==> src/gzip_pkg.sv <==
// ================================================
// Shared sizes, FSM states, header word view and CRC constants
// for the stored-block GZIP encoder. Import where needed
// ================================================

package gzip_pkg;

	// ================================================
	// Word and field sizes
	// ================================================
	localparam int WORD_W       = 32; // Input and output word width
	localparam int FIELD_SIZE_W = 6;  // Holds a field size of 0 to 32 bits
	localparam int FIFO_DEPTH   = 16; // Input FIFO entries
	localparam int FIFO_ADDR_W  = 4;  // Enough to address FIFO_DEPTH entries

	// ================================================
	// CRC-32 constants as used by GZIP
	// ================================================
	localparam logic [WORD_W-1:0] CRC_POLY = 32'hEDB8_8320; // Reflected form of 04C11DB7
	localparam logic [WORD_W-1:0] CRC_INIT = 32'hFFFF_FFFF; // Start value and final XOR mask

	typedef logic [WORD_W-1:0] word_t;
	typedef logic [7:0]        byte_t;

	// Block controller FSM states
	typedef enum logic [2:0] {
		IDLE,      // Wait for a header word in the FIFO
		HEADER,    // BFINAL and BTYPE 00 padded to a byte
		BLOCK_LEN, // LEN in the low half, NLEN in the high half
		LOAD_BYTE, // Literal bytes, one per cycle
		CRC32,     // CRC over all data bytes
		ISIZE,     // Byte count, final field of the stream
		DONE       // Parked until reset
	} blk_state_e;

	// Header word, seen either as a plain word or as its fields
	// Bit 24 carries BFINAL and bits 15:0 carry LEN
	typedef union packed {
		word_t raw;
		struct packed {
			logic [6:0]  rsvd_hi;  // Unused
			logic        bfinal;   // Last block of the stream
			logic [7:0]  rsvd_mid; // Unused
			logic [15:0] len;      // Data bytes in this block
		} fld;
	} stored_hdr_u;

endpackage
==> src/bit_field_if.sv <==
// ================================================
// One variable-size bit field per cycle, sent from the
// block controller to the bit packer without back-pressure
// ================================================
`timescale 1ns/1ns

interface bit_field_if;
	import gzip_pkg::*;

	logic                    valid; // Single-cycle strobe
	logic                    last;  // Final field of the whole stream
	logic [FIELD_SIZE_W-1:0] size;  // Number of valid bits, 1 to 32
	word_t                   data;  // Only the low size bits are meaningful

	// Controller side drives every signal
	modport source (
		output valid,
		output last,
		output size,
		output data
	);

	// Packer side only listens
	modport sink (
		input valid,
		input last,
		input size,
		input data
	);

endinterface

==> src/gzip_stored_top.sv <==
// ================================================
// Stored-block Deflate encoder with GZIP trailer. Write words on
// in_valid, collect packed output words until out_last
// ================================================
`timescale 1ns/1ns

module gzip_stored_top (
	input  logic            clk,
	input  logic            rst_n,
	input  logic            in_valid,
	input  gzip_pkg::word_t in_data,
	output logic            in_full,   // Words sent while this is high are dropped
	output logic            out_valid,
	output logic            out_last,
	output gzip_pkg::word_t out_data,
	output gzip_pkg::word_t crc_value,
	output gzip_pkg::word_t isize,
	output logic            done
);
	import gzip_pkg::*;

	word_t fifo_data;
	logic  fifo_empty;
	logic  fifo_rd;
	logic  crc_byte_valid;
	byte_t crc_byte;

	bit_field_if field_bus ();

	// Input buffering
	input_word_fifo u_input_word_fifo (
		.clk     (clk),
		.rst_n   (rst_n),
		.wr      (in_valid),
		.wr_data (in_data),
		.rd      (fifo_rd),
		.rd_data (fifo_data),
		.empty   (fifo_empty),
		.full    (in_full)
	);

	stored_block_ctrl u_stored_block_ctrl (
		.clk            (clk),
		.rst_n          (rst_n),
		.fifo_empty     (fifo_empty),
		.fifo_data      (fifo_data),
		.crc_value      (crc_value),
		.fifo_rd        (fifo_rd),
		.crc_byte_valid (crc_byte_valid),
		.crc_byte       (crc_byte),
		.isize          (isize),
		.done           (done),
		.field          (field_bus.source)
	);

	crc32_engine u_crc32_engine (
		.clk            (clk),
		.rst_n          (rst_n),
		.crc_byte_valid (crc_byte_valid),
		.crc_byte       (crc_byte),
		.crc_value      (crc_value)   // Also fed back for the trailer field
	);

	bit_packer u_bit_packer (
		.clk       (clk),
		.rst_n     (rst_n),
		.field     (field_bus.sink),
		.out_valid (out_valid),
		.out_last  (out_last),
		.out_data  (out_data)
	);

endmodule

==> src/bit_packer.sv <==
// ================================================
// Packs bit fields LSB first into 32-bit output words.
// A last field flushes what is left, padded with zeros
// ================================================
`timescale 1ns/1ns

module bit_packer (
	input  logic            clk,
	input  logic            rst_n,
	bit_field_if.sink       field,
	output logic            out_valid,
	output logic            out_last,
	output gzip_pkg::word_t out_data
);
	import gzip_pkg::*;

	logic [2*WORD_W-1:0]     acc;        // Bits above fill are kept at zero
	logic [2*WORD_W-1:0]     acc_next;
	logic [2*WORD_W-1:0]     field_bits; // Field data with unused bits cleared
	logic [FIELD_SIZE_W-1:0] fill;       // Valid bits in acc, below 32 between fields
	logic [FIELD_SIZE_W-1:0] fill_next;
	logic                    word_ready; // A full word is available
	logic                    drain;      // One leftover word after the last field

	// Append the incoming field right above the bits already held
	always_comb begin
		field_bits = {{WORD_W{1'b0}}, field.data} & ~({(2*WORD_W){1'b1}} << field.size);
		acc_next   = acc;
		fill_next  = fill;
		if (field.valid) begin
			acc_next  = acc | (field_bits << fill);
			fill_next = fill + field.size; // At most 31 + 32, so no overflow
		end
	end

	assign word_ready = (fill_next >= FIELD_SIZE_W'(WORD_W));

	// ================================================
	// Word emission and flushing
	// ================================================
	always_ff @(posedge clk or negedge rst_n) begin
		if (!rst_n) begin
			acc       <= '0;
			fill      <= '0;
			drain     <= 1'b0;
			out_valid <= 1'b0;
			out_last  <= 1'b0;
		end else begin
			out_valid <= 1'b0;
			out_last  <= 1'b0;
			if (drain) begin
				out_valid <= 1'b1; // Leftover bits, already zero padded
				out_last  <= 1'b1;
				acc       <= '0;
				fill      <= '0;
				drain     <= 1'b0;
			end else if (field.valid && field.last) begin
				out_valid <= 1'b1;
				if (fill_next > FIELD_SIZE_W'(WORD_W)) begin
					acc   <= acc_next >> WORD_W;
					fill  <= fill_next - FIELD_SIZE_W'(WORD_W);
					drain <= 1'b1; // Another word follows next cycle
				end else begin
					out_last <= 1'b1; // Everything fits in this word
					acc      <= '0;
					fill     <= '0;
				end
			end else if (word_ready) begin
				out_valid <= 1'b1;
				acc       <= acc_next >> WORD_W;
				fill      <= fill_next - FIELD_SIZE_W'(WORD_W);
			end else begin
				acc  <= acc_next;
				fill <= fill_next;
			end
		end
	end

	// Low word of the accumulator, which no field changes while draining
	always_ff @(posedge clk) begin
		out_data <= acc_next[WORD_W-1:0];
	end

endmodule

==> src/stored_block_ctrl.sv <==
// ================================================
// Walks header, LEN/NLEN, data bytes and the trailer of each
// stored block, and hands every piece to the packer as a bit field
// ================================================
`timescale 1ns/1ns

module stored_block_ctrl (
	input  logic            clk,
	input  logic            rst_n,
	input  logic            fifo_empty,
	input  gzip_pkg::word_t fifo_data,
	input  gzip_pkg::word_t crc_value,
	output logic            fifo_rd,
	output logic            crc_byte_valid,
	output gzip_pkg::byte_t crc_byte,
	output gzip_pkg::word_t isize,
	output logic            done,
	bit_field_if.source     field
);
	import gzip_pkg::*;

	blk_state_e  state;
	blk_state_e  next_state;
	stored_hdr_u hdr;        // Head word of the FIFO read as a block header
	word_t       cur_word;   // Data word the bytes are taken from
	word_t       src_word;   // Either the held word or the FIFO head
	logic        have_word;  // cur_word still has bytes for this block
	logic [1:0]  byte_idx;   // Byte lane inside the current word, lowest first
	logic [15:0] remaining;  // Bytes still to send in this block
	logic [15:0] len_q;
	logic        bfinal_q;
	logic        byte_go;    // A data byte goes out this cycle
	logic        last_byte;  // That byte closes the block

	assign hdr.raw   = fifo_data;
	assign src_word  = have_word ? cur_word : fifo_data; // Byte 0 can come straight from the FIFO
	assign byte_go   = (state == LOAD_BYTE) && (have_word || !fifo_empty);
	assign last_byte = (remaining == 16'd1);
	assign crc_byte  = src_word[{byte_idx, 3'b000} +: 8];
	assign done      = (state == DONE);

	// ================================================
	// Next state, FIFO pops and the field for this cycle
	// ================================================
	always_comb begin
		next_state     = state;
		fifo_rd        = 1'b0;
		crc_byte_valid = 1'b0;
		field.valid    = 1'b0;
		field.last     = 1'b0;
		field.size     = '0;
		field.data     = '0;
		case (state)
			IDLE: begin
				if (!fifo_empty) begin
					fifo_rd    = 1'b1; // Header word leaves the FIFO now
					next_state = HEADER;
				end
			end
			HEADER: begin
				// BFINAL in bit 0, BTYPE 00 in bits 2:1, zeros up to the byte boundary
				field.valid = 1'b1;
				field.size  = FIELD_SIZE_W'(8);
				field.data  = {{(WORD_W-1){1'b0}}, bfinal_q};
				next_state  = BLOCK_LEN;
			end
			BLOCK_LEN: begin
				field.valid = 1'b1;
				field.size  = FIELD_SIZE_W'(32);
				field.data  = {~len_q, len_q}; // LEN goes out first, then NLEN
				if (len_q != 16'd0) next_state = LOAD_BYTE;
				else if (bfinal_q)  next_state = CRC32; // Empty final block
				else                next_state = IDLE;
			end
			LOAD_BYTE: begin
				if (byte_go) begin
					fifo_rd        = !have_word; // Pop the word whose byte 0 goes out now
					crc_byte_valid = 1'b1;
					field.valid    = 1'b1;
					field.size     = FIELD_SIZE_W'(8);
					field.data     = {{(WORD_W-8){1'b0}}, crc_byte};
					if (last_byte) next_state = bfinal_q ? CRC32 : IDLE;
				end
			end
			CRC32: begin
				// Last CRC update landed on the previous edge
				field.valid = 1'b1;
				field.size  = FIELD_SIZE_W'(32);
				field.data  = crc_value;
				next_state  = ISIZE;
			end
			ISIZE: begin
				field.valid = 1'b1;
				field.last  = 1'b1; // Tells the packer to flush
				field.size  = FIELD_SIZE_W'(32);
				field.data  = isize;
				next_state  = DONE;
			end
			DONE:    next_state = DONE; // Only reset leaves this state
			default: next_state = IDLE;
		endcase
	end

	// ================================================
	// Control registers
	// ================================================
	always_ff @(posedge clk or negedge rst_n) begin
		if (!rst_n) begin
			state     <= IDLE;
			have_word <= 1'b0;
			byte_idx  <= '0;
			remaining <= '0;
			len_q     <= '0;
			bfinal_q  <= 1'b0;
			isize     <= '0;
		end else begin
			state <= next_state;
			if (state == IDLE && !fifo_empty) begin
				len_q    <= hdr.fld.len;
				bfinal_q <= hdr.fld.bfinal;
				isize    <= isize + {16'd0, hdr.fld.len}; // Wraps modulo 2^32
			end
			if (state == BLOCK_LEN) begin
				remaining <= len_q;
				byte_idx  <= '0; // Data always starts in a fresh word
				have_word <= 1'b0;
			end
			if (byte_go) begin
				remaining <= remaining - 1'b1;
				byte_idx  <= last_byte ? 2'd0 : byte_idx + 1'b1;
				// The word is used up after byte 3 or at the end of the block
				have_word <= !(last_byte || byte_idx == 2'd3);
			end
		end
	end

	// Data word holder
	always_ff @(posedge clk) begin
		if (byte_go && !have_word) begin
			cur_word <= fifo_data;
		end
	end

endmodule

==> src/crc32_engine.sv <==
// ================================================
// Byte-serial CRC-32 over the data bytes, as GZIP wants it.
// Strobe one byte per cycle, read the result a cycle later
// ================================================
`timescale 1ns/1ns

module crc32_engine (
	input  logic            clk,
	input  logic            rst_n,
	input  logic            crc_byte_valid,
	input  gzip_pkg::byte_t crc_byte,
	output gzip_pkg::word_t crc_value
);
	import gzip_pkg::*;

	word_t crc_reg;  // Running remainder, starts at all ones
	word_t crc_next; // Remainder after folding in crc_byte

	// ================================================
	// Eight reflected shift-and-xor steps, one per input bit
	// ================================================
	always_comb begin
		crc_next = crc_reg ^ {{(WORD_W-8){1'b0}}, crc_byte}; // LSB of the byte goes in first
		for (int i = 0; i < 8; i++) begin
			if (crc_next[0]) begin
				crc_next = (crc_next >> 1) ^ CRC_POLY; // Feedback tap set
			end else begin
				crc_next = crc_next >> 1;
			end
		end
	end

	always_ff @(posedge clk or negedge rst_n) begin
		if (!rst_n) begin
			crc_reg <= CRC_INIT;
		end else if (crc_byte_valid) begin
			crc_reg <= crc_next;
		end
	end

	// Final complement, which also makes the value read zero after reset
	assign crc_value = crc_reg ^ CRC_INIT;

endmodule

==> src/input_word_fifo.sv <==
// ================================================
// Small synchronous FIFO that buffers input words until the
// block controller pulls them. Head word is shown combinationally
// ================================================
`timescale 1ns/1ns

module input_word_fifo (
	input  logic           clk,
	input  logic           rst_n,
	input  logic           wr,
	input  gzip_pkg::word_t wr_data,
	input  logic           rd,
	output gzip_pkg::word_t rd_data,
	output logic           empty,
	output logic           full
);
	import gzip_pkg::*;

	word_t                  mem [FIFO_DEPTH]; // Word storage
	logic [FIFO_ADDR_W-1:0] wr_ptr;
	logic [FIFO_ADDR_W-1:0] rd_ptr;
	logic [FIFO_ADDR_W:0]   count;            // One extra bit so a full FIFO can be told apart
	logic                   do_wr;
	logic                   do_rd;

	assign do_wr = wr && !full;  // A write into a full FIFO is simply lost
	assign do_rd = rd && !empty; // A read of an empty FIFO does nothing

	assign empty   = (count == '0);
	assign full    = (count == (FIFO_ADDR_W+1)'(FIFO_DEPTH));
	assign rd_data = mem[rd_ptr]; // Head word is valid whenever the FIFO holds data

	always_ff @(posedge clk) begin
		if (do_wr) begin
			mem[wr_ptr] <= wr_data;
		end
	end

	// Pointers wrap on their own because the depth is a power of two
	always_ff @(posedge clk or negedge rst_n) begin
		if (!rst_n) begin
			wr_ptr <= '0;
			rd_ptr <= '0;
			count  <= '0;
		end else begin
			if (do_wr) wr_ptr <= wr_ptr + 1'b1;
			if (do_rd) rd_ptr <= rd_ptr + 1'b1;
			case ({do_wr, do_rd})
				2'b10:   count <= count + 1'b1; // Write only
				2'b01:   count <= count - 1'b1; // Read only
				default: count <= count;        // Both or neither leave the fill unchanged
			endcase
		end
	end

endmodule

==> config.mk <==
export PLATFORM = sky130hd
export DESIGN_NAME = gzip_stored_top
export DESIGN_NICKNAME = d
export VERILOG_FILES = /design/src/gzip_pkg.sv /design/src/bit_field_if.sv /design/src/gzip_stored_top.sv /design/src/bit_packer.sv /design/src/stored_block_ctrl.sv /design/src/crc32_engine.sv /design/src/input_word_fifo.sv
export SDC_FILE = /design/constraint.sdc
export NUM_CORES = 1
export LEC_CHECK = 0
export ABC_AREA = 1
export BUFFER_PORTS_ARGS = -buffer_cell sky130_fd_sc_hd__buf_2
export CAP_MARGIN = 20
export CORE_MARGIN = 3
export CORE_UTILIZATION = 43
export DETAILED_ROUTE_END_ITERATION = 12
export PLACE_DENSITY = 0.67
export SYNTH_ARGS = -nofsm -noshare
export SYNTH_HDL_FRONTEND = slang
export SYNTH_SLANG_ARGS = --single-unit
==> constraint.sdc <==
create_clock -name clk -period 4.5 [get_ports clk]
set_clock_uncertainty 0.05 [all_clocks]
set_input_delay 1.35 -clock clk [delete_from_list [all_inputs] [get_ports clk]]
set_output_delay 1.35 -clock clk [all_outputs]
set_load 0.02 [all_outputs]
; After elaboration in Yosys (flattened, before gate mapping)
; Memories as Yosys holds them, arrays and structs flattened.
; Cells that the tools add are included.
[classes]
add_sub_neg = 9
mul = 0
div_mod_pow = 0
order_cmp = 2
n_eq_ne = 14
n_shift = 3
mux = 55
n_bitwise = 14
reduce_logical = 21
[ops]
columns = operator, n
row1 = two-way mux 32 bit, 10
row2 = two-way mux 64 bit, 4
row3 = one-hot mux 32 bit (5 select lines), 1
row4 = inverter 13 -> 14 bit, 8
row5 = bitwise AND 32 x 64 -> 64 bit, 1
row6 = inverter 64 bit, 1
row7 = bitwise OR 64 bit, 1
row8 = left shift 64 x 6 -> 64 bit, 1
row9 = left shift 64 x 6 -> 64 bit (first input constant), 1
row10 = adder 32 x 16 -> 32 bit, 1
row11 = two-way mux 16 bit, 2
row12 = inverter 32 bit, 1
row13 = variable part select 32 x 6 -> 8 bit, 1
row14 = XOR 32 x 8 -> 32 bit, 1
row15 = two-way mux 6 bit, 5
row16 = two-way mux 1 bit, 18
row17 = one-hot mux 3 bit (6 select lines), 1
row18 = one-hot mux 6 bit (3 select lines), 1
row19 = equality test 16 x 1 -> 1 bit (second input constant), 1
row20 = inverter 16 bit, 1
row21 = nonzero test 16 bit, 1
row22 = subtractor 16 x 1 -> 16 bit (second input constant), 1
row23 = two-way mux 3 bit, 5
row24 = one-hot mux 5 bit (2 select lines), 1
row25 = 30 further kinds, 49
[word_totals]
regBits = 253
latchBits = 0
mem_bits_rw = 512
rom_bits = 0
in_bits = 35
out_inout_bits = 100
mem_count = 1
[memory_table]
columns = name, depth, width, read_ports, rd_clocked_by_memory_dff, wr, line_no
row1 = u_input_word_fifo.mem, 16, 32, 1, 0, 1, input_word_fifo.sv:19  ; word_t mem [FIFO_DEPTH];

; Depth between registers and ports, before layout
; Gate-level depths: netlist of run 1.
; An unclocked memory read counts as a cell.
[logic_depth]
ltp_word = 20
ltp_mapped = 28

; By module
; Synthesis of run 1 repeated with hierarchy kept, for this count alone.
[hier_totals]
cells_unflattened = 4497
hier_area_um2 = 38473.1
[by_module_without_submodules]
columns = mod, instances, cells_per_inst, area_each_um2, seq_area_each_um2
row1 = input_word_fifo, 1, 2113, 22191.3, 15700.1
row2 = stored_block_ctrl, 1, 989, 7013.0, 2737.6
row3 = bit_packer, 1, 1019, 6810.3, 2467.4
row4 = crc32_engine, 1, 376, 2458.6, 840.8

; Least setup slack after synthesis of run 1
; No wires, ideal clock.
[synth_path]
path_type = reg-to-reg
from = register u_input_word_fifo.count[1]
to = register u_bit_packer.acc[15]
arrival_time_ps = 3493
required_time_ps = 4386
setup_slack_ps = 893
path_stages_with_launch = 20
n_path_buf = 3
period_less_slack_ps = 3607
cell_sequence = dfrtp_1 > nor4_2 > nand2_1 > nor2_1 > nor2_1 > buf_2 > inv_2 > buf_1 > clkbuf_1 > nand2_1 > ha_1 > ha_1 > or2_2 > nand3_2 > xor2_4 > o21ai_1 > nor2_4 > inv_2 > a21oi_1 > a21o_1
[synth_via]
elab_chain_len = 15
word_cells_on_any_way = 25
cone_classes = add/sub: 1 / order compare: 2 / shift: 2 / mux: 12 / bitwise: 3 / reduce/logical: 5
[synth_lines]
columns = item, line_no
row1 = start: declaration, input_word_fifo.sv:22  ; logic [FIFO_ADDR_W:0] count;
row2 = start signal: assignment, input_word_fifo.sv:49  ; 2'b10: count <= count + 1'b1;
row3 = start signal: assignment, input_word_fifo.sv:50  ; 2'b01: count <= count - 1'b1;
row4 = start signal: assignment, input_word_fifo.sv:51  ; default: count <= count;
row5 = zero test 5 bit (*), input_word_fifo.sv:29  ; assign empty = (count == '0);
row6 = zero test 1 bit (*), stored_block_ctrl.sv:37  ; assign byte_go = (state == LOAD_BYTE) && (have_word || !fifo_empty);
row7 = logical OR 1 bit (*), stored_block_ctrl.sv:37
row8 = logical AND 1 bit (*), stored_block_ctrl.sv:37
row9 = two-way mux 4 bit, stored_block_ctrl.sv:76  ; if (byte_go) begin
row10 = one-hot mux 6 bit (3 select lines), stored_block_ctrl.sv:53  ; case (state)
row11 = left shift 64 x 6 -> 64 bit, bit_packer.sv:27  ; field_bits = {{WORD_W{1'b0}}, field.data} & ~({(2*WORD_W){1'b1}} << field.size);
row12 = inverter 64 bit, bit_packer.sv:27
row13 = bitwise AND 32 x 64 -> 64 bit, bit_packer.sv:27
row14 = left shift 64 x 6 -> 64 bit, bit_packer.sv:31  ; acc_next = acc | (field_bits << fill);
row15 = bitwise OR 64 bit, bit_packer.sv:31
row16 = two-way mux 64 bit, bit_packer.sv:30  ; if (field.valid) begin
row17 = two-way mux 64 bit / two-way mux 32 bit (equally long branches), "bit_packer.sv:68, bit_packer.sv:59"
row18 = two-way mux 64 bit (*), bit_packer.sv:57  ; end else if (field.valid && field.last) begin
row19 = two-way mux 64 bit (*), bit_packer.sv:51  ; if (drain) begin
row20 = end signal: assignment, bit_packer.sv:60  ; acc <= acc_next >> WORD_W;
row21 = end signal: assignment, bit_packer.sv:70  ; acc <= acc_next >> WORD_W;
row22 = end signal: assignment, bit_packer.sv:73  ; acc <= acc_next;
row23 = end: declaration, bit_packer.sv:17  ; logic [2*WORD_W-1:0] acc;
; Mark *: on every way between the ends. The rest lies on a longest branch, timed or not.
; A chain may end at the register's enable or synchronous reset.

; Final worst setup path of run 1
[layout_path]
from = register u_input_word_fifo.rd_ptr[1]
to = register u_stored_block_ctrl.isize[30]
[layout_via]
elab_chain_len = 2
[layout_lines]
columns = item, line_no
row1 = start: declaration, input_word_fifo.sv:21  ; logic [FIFO_ADDR_W-1:0] rd_ptr;
row2 = start signal: assignment, input_word_fifo.sv:47  ; if (do_rd) rd_ptr <= rd_ptr + 1'b1;
row3 = memory read (16 x 32 bit), n/a
row4 = net fifo_data[1], gzip_stored_top.sv:22  ; word_t fifo_data;
row5 = adder 32 x 16 -> 32 bit, stored_block_ctrl.sv:121  ; isize <= isize + {16'd0, hdr.fld.len};
row6 = end signal: assignment, stored_block_ctrl.sv:121
row7 = end: declaration, stored_block_ctrl.sv:16  ; output gzip_pkg::word_t isize,
; The timed path passes the listed nets, and every way through them passes these cells.

==> results of run 1 <==
## per-stage QoR
stage / util (%) / power (mW) / instance area [sq um] / worst slack (ps) / std cells
detailed placement: 45.97 / 25.86 / 36610 / 346.5 / 4536
global placement: 45.97 / 25.63 / 36610 / 407.7 / 4536
global route: 49.21 / 34.66 / 39190 / 9.167 / 4677
floorplan: - / 21.16 / 34810 / 893.5 / 3464
finish: 49.21 / 32.46 / 39190 / 368.7 / 4678
CTS: 49.16 / 32.32 / 39150 / 335.5 / 4676
## power breakdown
part           leakage [nW]  total, mW  internal (mW)  switching, mW
Clock                  1.25       6.41           3.67           2.74
Sequential             7.49       9.99           9.16          0.825
Combinational          6.82       16.1           4.75           11.3
## cell type report
class	instances	area, sq um
Antenna cell	1	2.502
Clock buffer	101	2225
Clock inverter	39	316.6
Fill cell	7135	40450
Inverter	250	944.7
Multi-Input combinational cell	2268	11340
Sequential cell	762	21680
Tap cell	1050	1314
Timing Repair Buffer	207	1368
## synthesized netlist by cell type (all sizes together), types with 2 or more instances
| cell | instances | share of area [%] |
|---|---|---|
| nand2 | 723 | 7.9 |
| edfxtp | 544 | 47 |
| nor2 | 464 | 5.1 |
| nand3 | 302 | 4.5 |
| o21ai | 298 | 4.3 |
| inv | 244 | 2.6 |
| dfrtp | 154 | 11 |
| o211ai | 132 | 2.8 |
| buf | 108 | 2.0 |
| a21oi | 80 | 1.2 |
| clkbuf | 76 | 0.82 |
| xor2 | 44 | 1.2 |
| dfstp | 32 | 2.4 |
| dfxtp | 32 | 1.8 |
| ha | 32 | 1.2 |
| o21bai | 27 | 0.59 |
| nand4 | 21 | 0.38 |
| a221oi | 17 | 0.43 |
| xnor2 | 16 | 0.40 |
| a31oi | 14 | 0.25 |
| o22ai | 13 | 0.23 |
| nor3 | 12 | 0.17 |
| nor4 | 10 | 0.20 |
| or2 | 10 | 0.18 |
| a31o | 7 | 0.18 |
| clkinv | 6 | 0.065 |
| nand3b | 6 | 0.13 |
| a211oi | 5 | 0.11 |
| a21o | 5 | 0.11 |
| and2 | 4 | 0.072 |
| o221ai | 4 | 0.10 |
| a22oi | 3 | 0.065 |
| o21a | 3 | 0.065 |
| a211o | 2 | 0.050 |
| fa | 2 | 0.12 |
| o311ai | 2 | 0.050 |
| o31ai | 2 | 0.043 |
## logic make-up (layout without fill, tap and decap cells)
logic type	count (synthesis)	in the layout
AND/OR/NAND/NOR	1554	1554
flip-flops	762	762
AO/OA/AOI/OAI	618	618
buffers and inverters	434	597
XOR/XNOR	61	61
adder cells (fa/ha/maj)	34	34
other	1	2
## worst reg2reg max path: cells and delay by family, from the launching register on
kind            cells  cell delay (ps)
compound gates      6              990
fa+ha+maj           1              420
simple gates        8             1290
buf+inv             2              480
xor+xnor            1              160
flops               1              640
## metal layers
layer | wire length [microns] | vias to the layer above | share of wire (%)
met5 | 89 | - | 0.089
met4 | 3690 | 12 | 3.7
met2 | 46150 | 1161 | 46
li1 | - | 12120 | -
met3 | 8348 | 220 | 8.4
met1 | 41270 | 12530 | 41
## final timing paths
check / startpoint / endpoint / slack [ps] / cells after the start
max: u_input_word_fifo.rd_ptr[1] / u_stored_block_ctrl.isize[30] / 370 / 18
max in group asynchronous: rst_n / u_crc32_engine.crc_reg[4] / 2820 / 2
max reg2reg: u_input_word_fifo.rd_ptr[1] / u_stored_block_ctrl.isize[30] / 370 / 18
min: u_bit_packer.acc[24] / u_bit_packer.out_data[24] / 400 / 2
min in group asynchronous: rst_n / u_bit_packer.fill[4] / 780 / 1
min reg2reg: u_bit_packer.acc[24] / u_bit_packer.out_data[24] / 400 / 2
==> metrics.csv, run 1 <==
metric;value;unit
cts_buffer_depth;3;
gp_congestion;0.9540;
hpwl;61460;microns
drt-initial-drc-count;2964;
synthAdderAreaFrac;1.265;%
cts-buffers-inserted;81;
ys_ff_latch;762;
status;completed;
routedWlPerCell;21.28;microns
rsz0062_at_grt;no;
drv_cap;0;
vias_per_cell;5.566;
crit_chain;buf_4 > o21ai_0 > o211ai_1 > nand3_1 > nand2_1 > inv_1 > fa_1 > nand3b_1 > a21oi_1 > o21ai_0 > nand2_1 > a21o_1 > nand2_1 > o2111ai_1 > nand2_1 > nor3_1 > nand3_1 > xor2_1;
largest_register;u_input_word_fifo.mem;
final_common_cell;nand2_1;
die_x;290.5;microns
use_met3;3.943;%
synth_top_family_by_area;simple AND/OR/NAND/NOR gates;
maxSlewHeadroom;32.67;%
hold_buffers;0;
final_nets;3639;
required;4950;ps
startpoint_type;register;
cts_resized;0;
core-area;79640;sq um
path_class;register to register;
portBuffers;134;
synth_flop_cell;edfxtp_1;
cp_slowest_cell;dfrtp_4;
tns;0;ps
synth-xor-area-share;1.650;%
async_flop_share;24.41;%
setup_viol;0;
cpMostUsedCell;nand2_1;
grt_pass1_wl;151000;microns
vias;26040;
die_y;290.5;microns
synth_area;34810;sq um
worstMarginPinSlew;1001;ps
grtUsageMet1;31.82;%
clockRootBuffer;clkbuf_16;
max_stage_delay;640;ps
fmax;242.1;MHz
crit_arrival;4580;ps
synthSimpleGateAreaFrac;18.61;%
grt.busiest_layer;met2;
grt_overflow;0;
ant_nets;0;
hold_ws;403.5;ps
drv_slew;0;
leakagePower;15.56;nW
row_count;103;
drc;0;
reg_top3;u_input_word_fifo.mem x512, u_bit_packer.acc x64;
cp_max_fo;27;
drive_gt1_share;11.97;%
grt_antenna_before_repair;8;
grt_usage;23.19;%
cts_tree;built;
yosysSeqAreaShare;62.25;%
synth_edf_count;544;
timing.final.crit_share;91.81;%
clk_latency;630;ps
synth.avg_cell_area;10.05;sq um
ioPinCount;135;
post_cts_buffers;0;
clock_sinks;762;
post-route-min-period;4131;ps
wirelength;99550;microns
grt_pass1_vias;24560;
grtUsageMet2;37.17;%
hold_viol;0;
dieArea;84400;sq um
synth_cell_types;61;
grt_max_degree;87;
synth_compound_area_share;10.65;%
syn-num-nets;3533;
synthToLayoutAreaGrowth;12.58;%
crit_buf_inv;2;
synthMuxAreaShare;0;%
synthCells;3464;
hold_path.class;register to register;
clkTransAtPathRegs;60;ps
endpoint_kind;register;
layout_common_cells;nand2_1, edfxtp_1, nor2_1;
drt-pass1-iter-count;5;
irDropWorstVdd;0.0004251;V
start_util;43.71;%
ys.warnings.count;0;
p_per_area;828.3;nW/um^2
cts_max_level;3;
largest_reg_flops;512;
crit_family;simple AND/OR/NAND/NOR gates;
Note: power is estimated with default switching activity, not from simulation.
==> run 2, diff against run 1 <==
--- a/config.mk
+++ b/config.mk
@@ -9,9 +9,9 @@
 export BUFFER_PORTS_ARGS = -buffer_cell sky130_fd_sc_hd__buf_2
 export CAP_MARGIN = 20
 export CORE_MARGIN = 3
-export CORE_UTILIZATION = 43
+export CORE_UTILIZATION = 42
 export DETAILED_ROUTE_END_ITERATION = 12
-export PLACE_DENSITY = 0.67
+export PLACE_DENSITY = 0.66
 export SYNTH_ARGS = -nofsm -noshare
 export SYNTH_HDL_FRONTEND = slang
 export SYNTH_SLANG_ARGS = --single-unit
==> run 2 against run 1 <==
  * Die area rose by 2.3%
  * Global-route usage fell by 0.50 points
  * Cell count rose by 0.53%
  * Worst hold slack got worse by 3.2 ps
  * Routed wire length fell by 0.28%
  * Cell area rose by 0.84%
  * Sequential power barely moved
  * Critical path depth rose by 1
==> metrics.csv, run 2 (synthesized netlist as in run 1, its figures left out) <==
metric;value;unit;change
setup_viol;0;;unchanged
worstMarginPinSlew;1007;ps;+6.215 ps
drv_slew;0;;unchanged
grt_pass1_wl;149400;microns;-1.1%
crit_buf_inv;2;;unchanged
crit_family;compound AO/OA/AOI/OAI gates;;
leakagePower;15.66;nW;+0.69%
hold_path.class;register to register;;
portBuffers;134;;unchanged
start_util;42.80;%;-0.91 points
grt_antenna_before_repair;9;;+1
required;4970;ps;+20 ps
vias_per_cell;5.514;;-0.94%
timing.final.crit_share;91.58;%;-0.22 points
critPathLaunch;u_input_word_fifo.rd_ptr[0];;
clkTransAtPathRegs;60;ps;about the same
largest_reg_flops;512;;unchanged
crit_arrival;4590;ps;about the same
hpwl;60440;microns;-1.7%
max_stage_delay;540;ps;-100 ps
final_nets;3640;;+0.027%
rsz0062_at_grt;no;;
reg2reg_depth;19;;+1
drt-pass1-iter-count;6;;+1
drv_cap;0;;unchanged
p_per_area;834.9;nW/um^2;+0.80%
rrSetupSlack;380;ps;about the same
tns;0;ps;unchanged
synthToLayoutAreaGrowth;13.53;%;
core-area;81330;sq um;+2.1%
ant_nets;0;;unchanged
row_count;104;;+0.97%
cpMostUsedCell;o21ai_0;;
gp_congestion;0.9569;;+0.30%
reg_top3;u_input_word_fifo.mem x512, u_bit_packer.acc x64;;
final_cell_area;39520;sq um;+0.84%
cts_resized;0;;unchanged
post_cts_buffers;0;;unchanged
dieArea;86370;sq um;+2.3%
r2r_start;u_input_word_fifo.rd_ptr[0];;
largest_register;u_input_word_fifo.mem;;
place_ws;308.3;ps;-38.23 ps
cts_buffer_depth;3;;unchanged
hold_viol;0;;unchanged
fmax;242.6;MHz;+0.25%
drive_gt1_share;12.17;%;+0.20 points
maxSlewHeadroom;32.25;%;-0.42 points
path_class;register to register;;
status;completed;;
grt_usage;22.69;%;-0.50 points
endpoint_kind;register;;
clockRootBuffer;clkbuf_16;;
grt_pass1_vias;24020;;-2.2%
cp_max_fo;100;;+270%
crit_chain;buf_12 > nor2_1 > nor2_1 > o21ai_0 > nand3_1 > nand3_1 > nand2_1 > inv_1 > fa_1 > nand3b_1 > a21oi_1 > o21ai_0 > nand2_1 > a21o_1 > a21boi_0 > o21ai_0 > a21oi_1 > or2_2 > a31oi_1;;
clock_sinks;762;;unchanged
die_x;293.9;microns;+1.2%
irDropWorstVdd;0.0005067;V;+19%
cp_slowest_cell;dfrtp_4;;
startpoint_type;register;;
drc;0;;unchanged
layout_common_cells;nand2_1, edfxtp_1, nor2_1;;
post-route-min-period;4121;ps;-10.12 ps
wirelength;99270;microns;-0.28%
cts_tree;built;;
finalWorstSetupSlack;378.8;ps;+10.12 ps
routedWlPerCell;21.11;microns;-0.81%
final_common_cell;nand2_1;;
drt-initial-drc-count;2966;;+0.067%
hold_buffers;0;;unchanged
cts_max_level;3;;unchanged
grt_overflow;0;;unchanged
die_y;293.9;microns;+1.2%
grt_max_degree;140;;+61%
finalPower;33.00;mW;+1.6%
endpoint;u_stored_block_ctrl.isize[14];;
placed_cell_area;36680;sq um;+0.17%
cp_num_cells;19;;+1
clk_latency;650;ps;+20 ps
cts-buffers-inserted;83;;+2.5%
timing.rr.end;u_stored_block_ctrl.isize[14];;
ioPinCount;135;;unchanged
vias;25930;;-0.41%
run 2: changes by cell type in the layout (fill, tap and decap cells not counted), sizes merged:
cell | before | now
diode | 1 | 2
bufinv | 3 | 9
inv | 244 | 250
clkinv | 39 | 38
buf | 206 | 205
clkbuf | 102 | 101
clkinvlp | 3 | 8
run 2: routing by layer:
metal  wire length [microns]  global-route usage [%]  vias to the layer above
met1                   42010                   31.47                    12480
met3                    8451                   4.491                      212
met4                    3606                   8.447                       10
met2                   45140                   35.50                     1086
li1                        -                       -                    12140
met5                      68                       0                        -
run 2: per-stage QoR:
step                      hold WS (ps)  cells  util (%)
after global routing             418.9   4701     48.59
final                            400.3   4703     48.59
after global placement           386.5   4546     45.10
after CTS                        403.5   4701     48.57
after floorplan                  372.0   3464         -
after detailed placement         388.2   4546     45.10
run 2: where the power goes:
group          total (mW)  internal, mW  switching, mW
sequential           9.97          9.16          0.810
clock                6.97          4.08           2.89
combinational        16.1          4.81           11.3
total                33.0          18.0           15.0
run 2: final cells by class:
cell class              count  area (sq um)
flip-flops and latches    762         21680
clock buffers             100          2215
diodes                      2         5.005
clock inverters            55         611.8
multi-input cells        2268         11350
well taps                1060          1326
inverters                 250         945.9
fillers                  7337         41810
repair buffers            206          1390
run 2: worst reg2reg max path: stages (launching register included):
cell      delay [ps]
dfrtp_4          540
buf_12           390
nor2_1           140
nor2_1           100
o21ai_0           80
nand3_1          100
nand3_1          120
nand2_1          230
inv_1            100
fa_1             430
nand3b_1         200
a21oi_1          190
o21ai_0          130
nand2_1           80
a21o_1           180
a21boi_0         150
o21ai_0          280
a21oi_1          120
or2_2            290
a31oi_1          120
run 2: how the worst min path moves through the flow:
stage / slack (ps) / cells after the start / from / end
floorplan: 370 / 2 / u_bit_packer.acc[24] / u_bit_packer.out_data[24]
global placement: 390 / 2 / u_bit_packer.acc[31] / u_bit_packer.out_data[31]
detailed placement: 390 / 2 / u_bit_packer.acc[31] / u_bit_packer.out_data[31]
CTS: 400 / 2 / u_bit_packer.acc[31] / u_bit_packer.out_data[31]
global route: 420 / 2 / u_bit_packer.acc[31] / u_bit_packer.out_data[31]
finish: 400 / 2 / u_bit_packer.acc[31] / u_bit_packer.out_data[31]
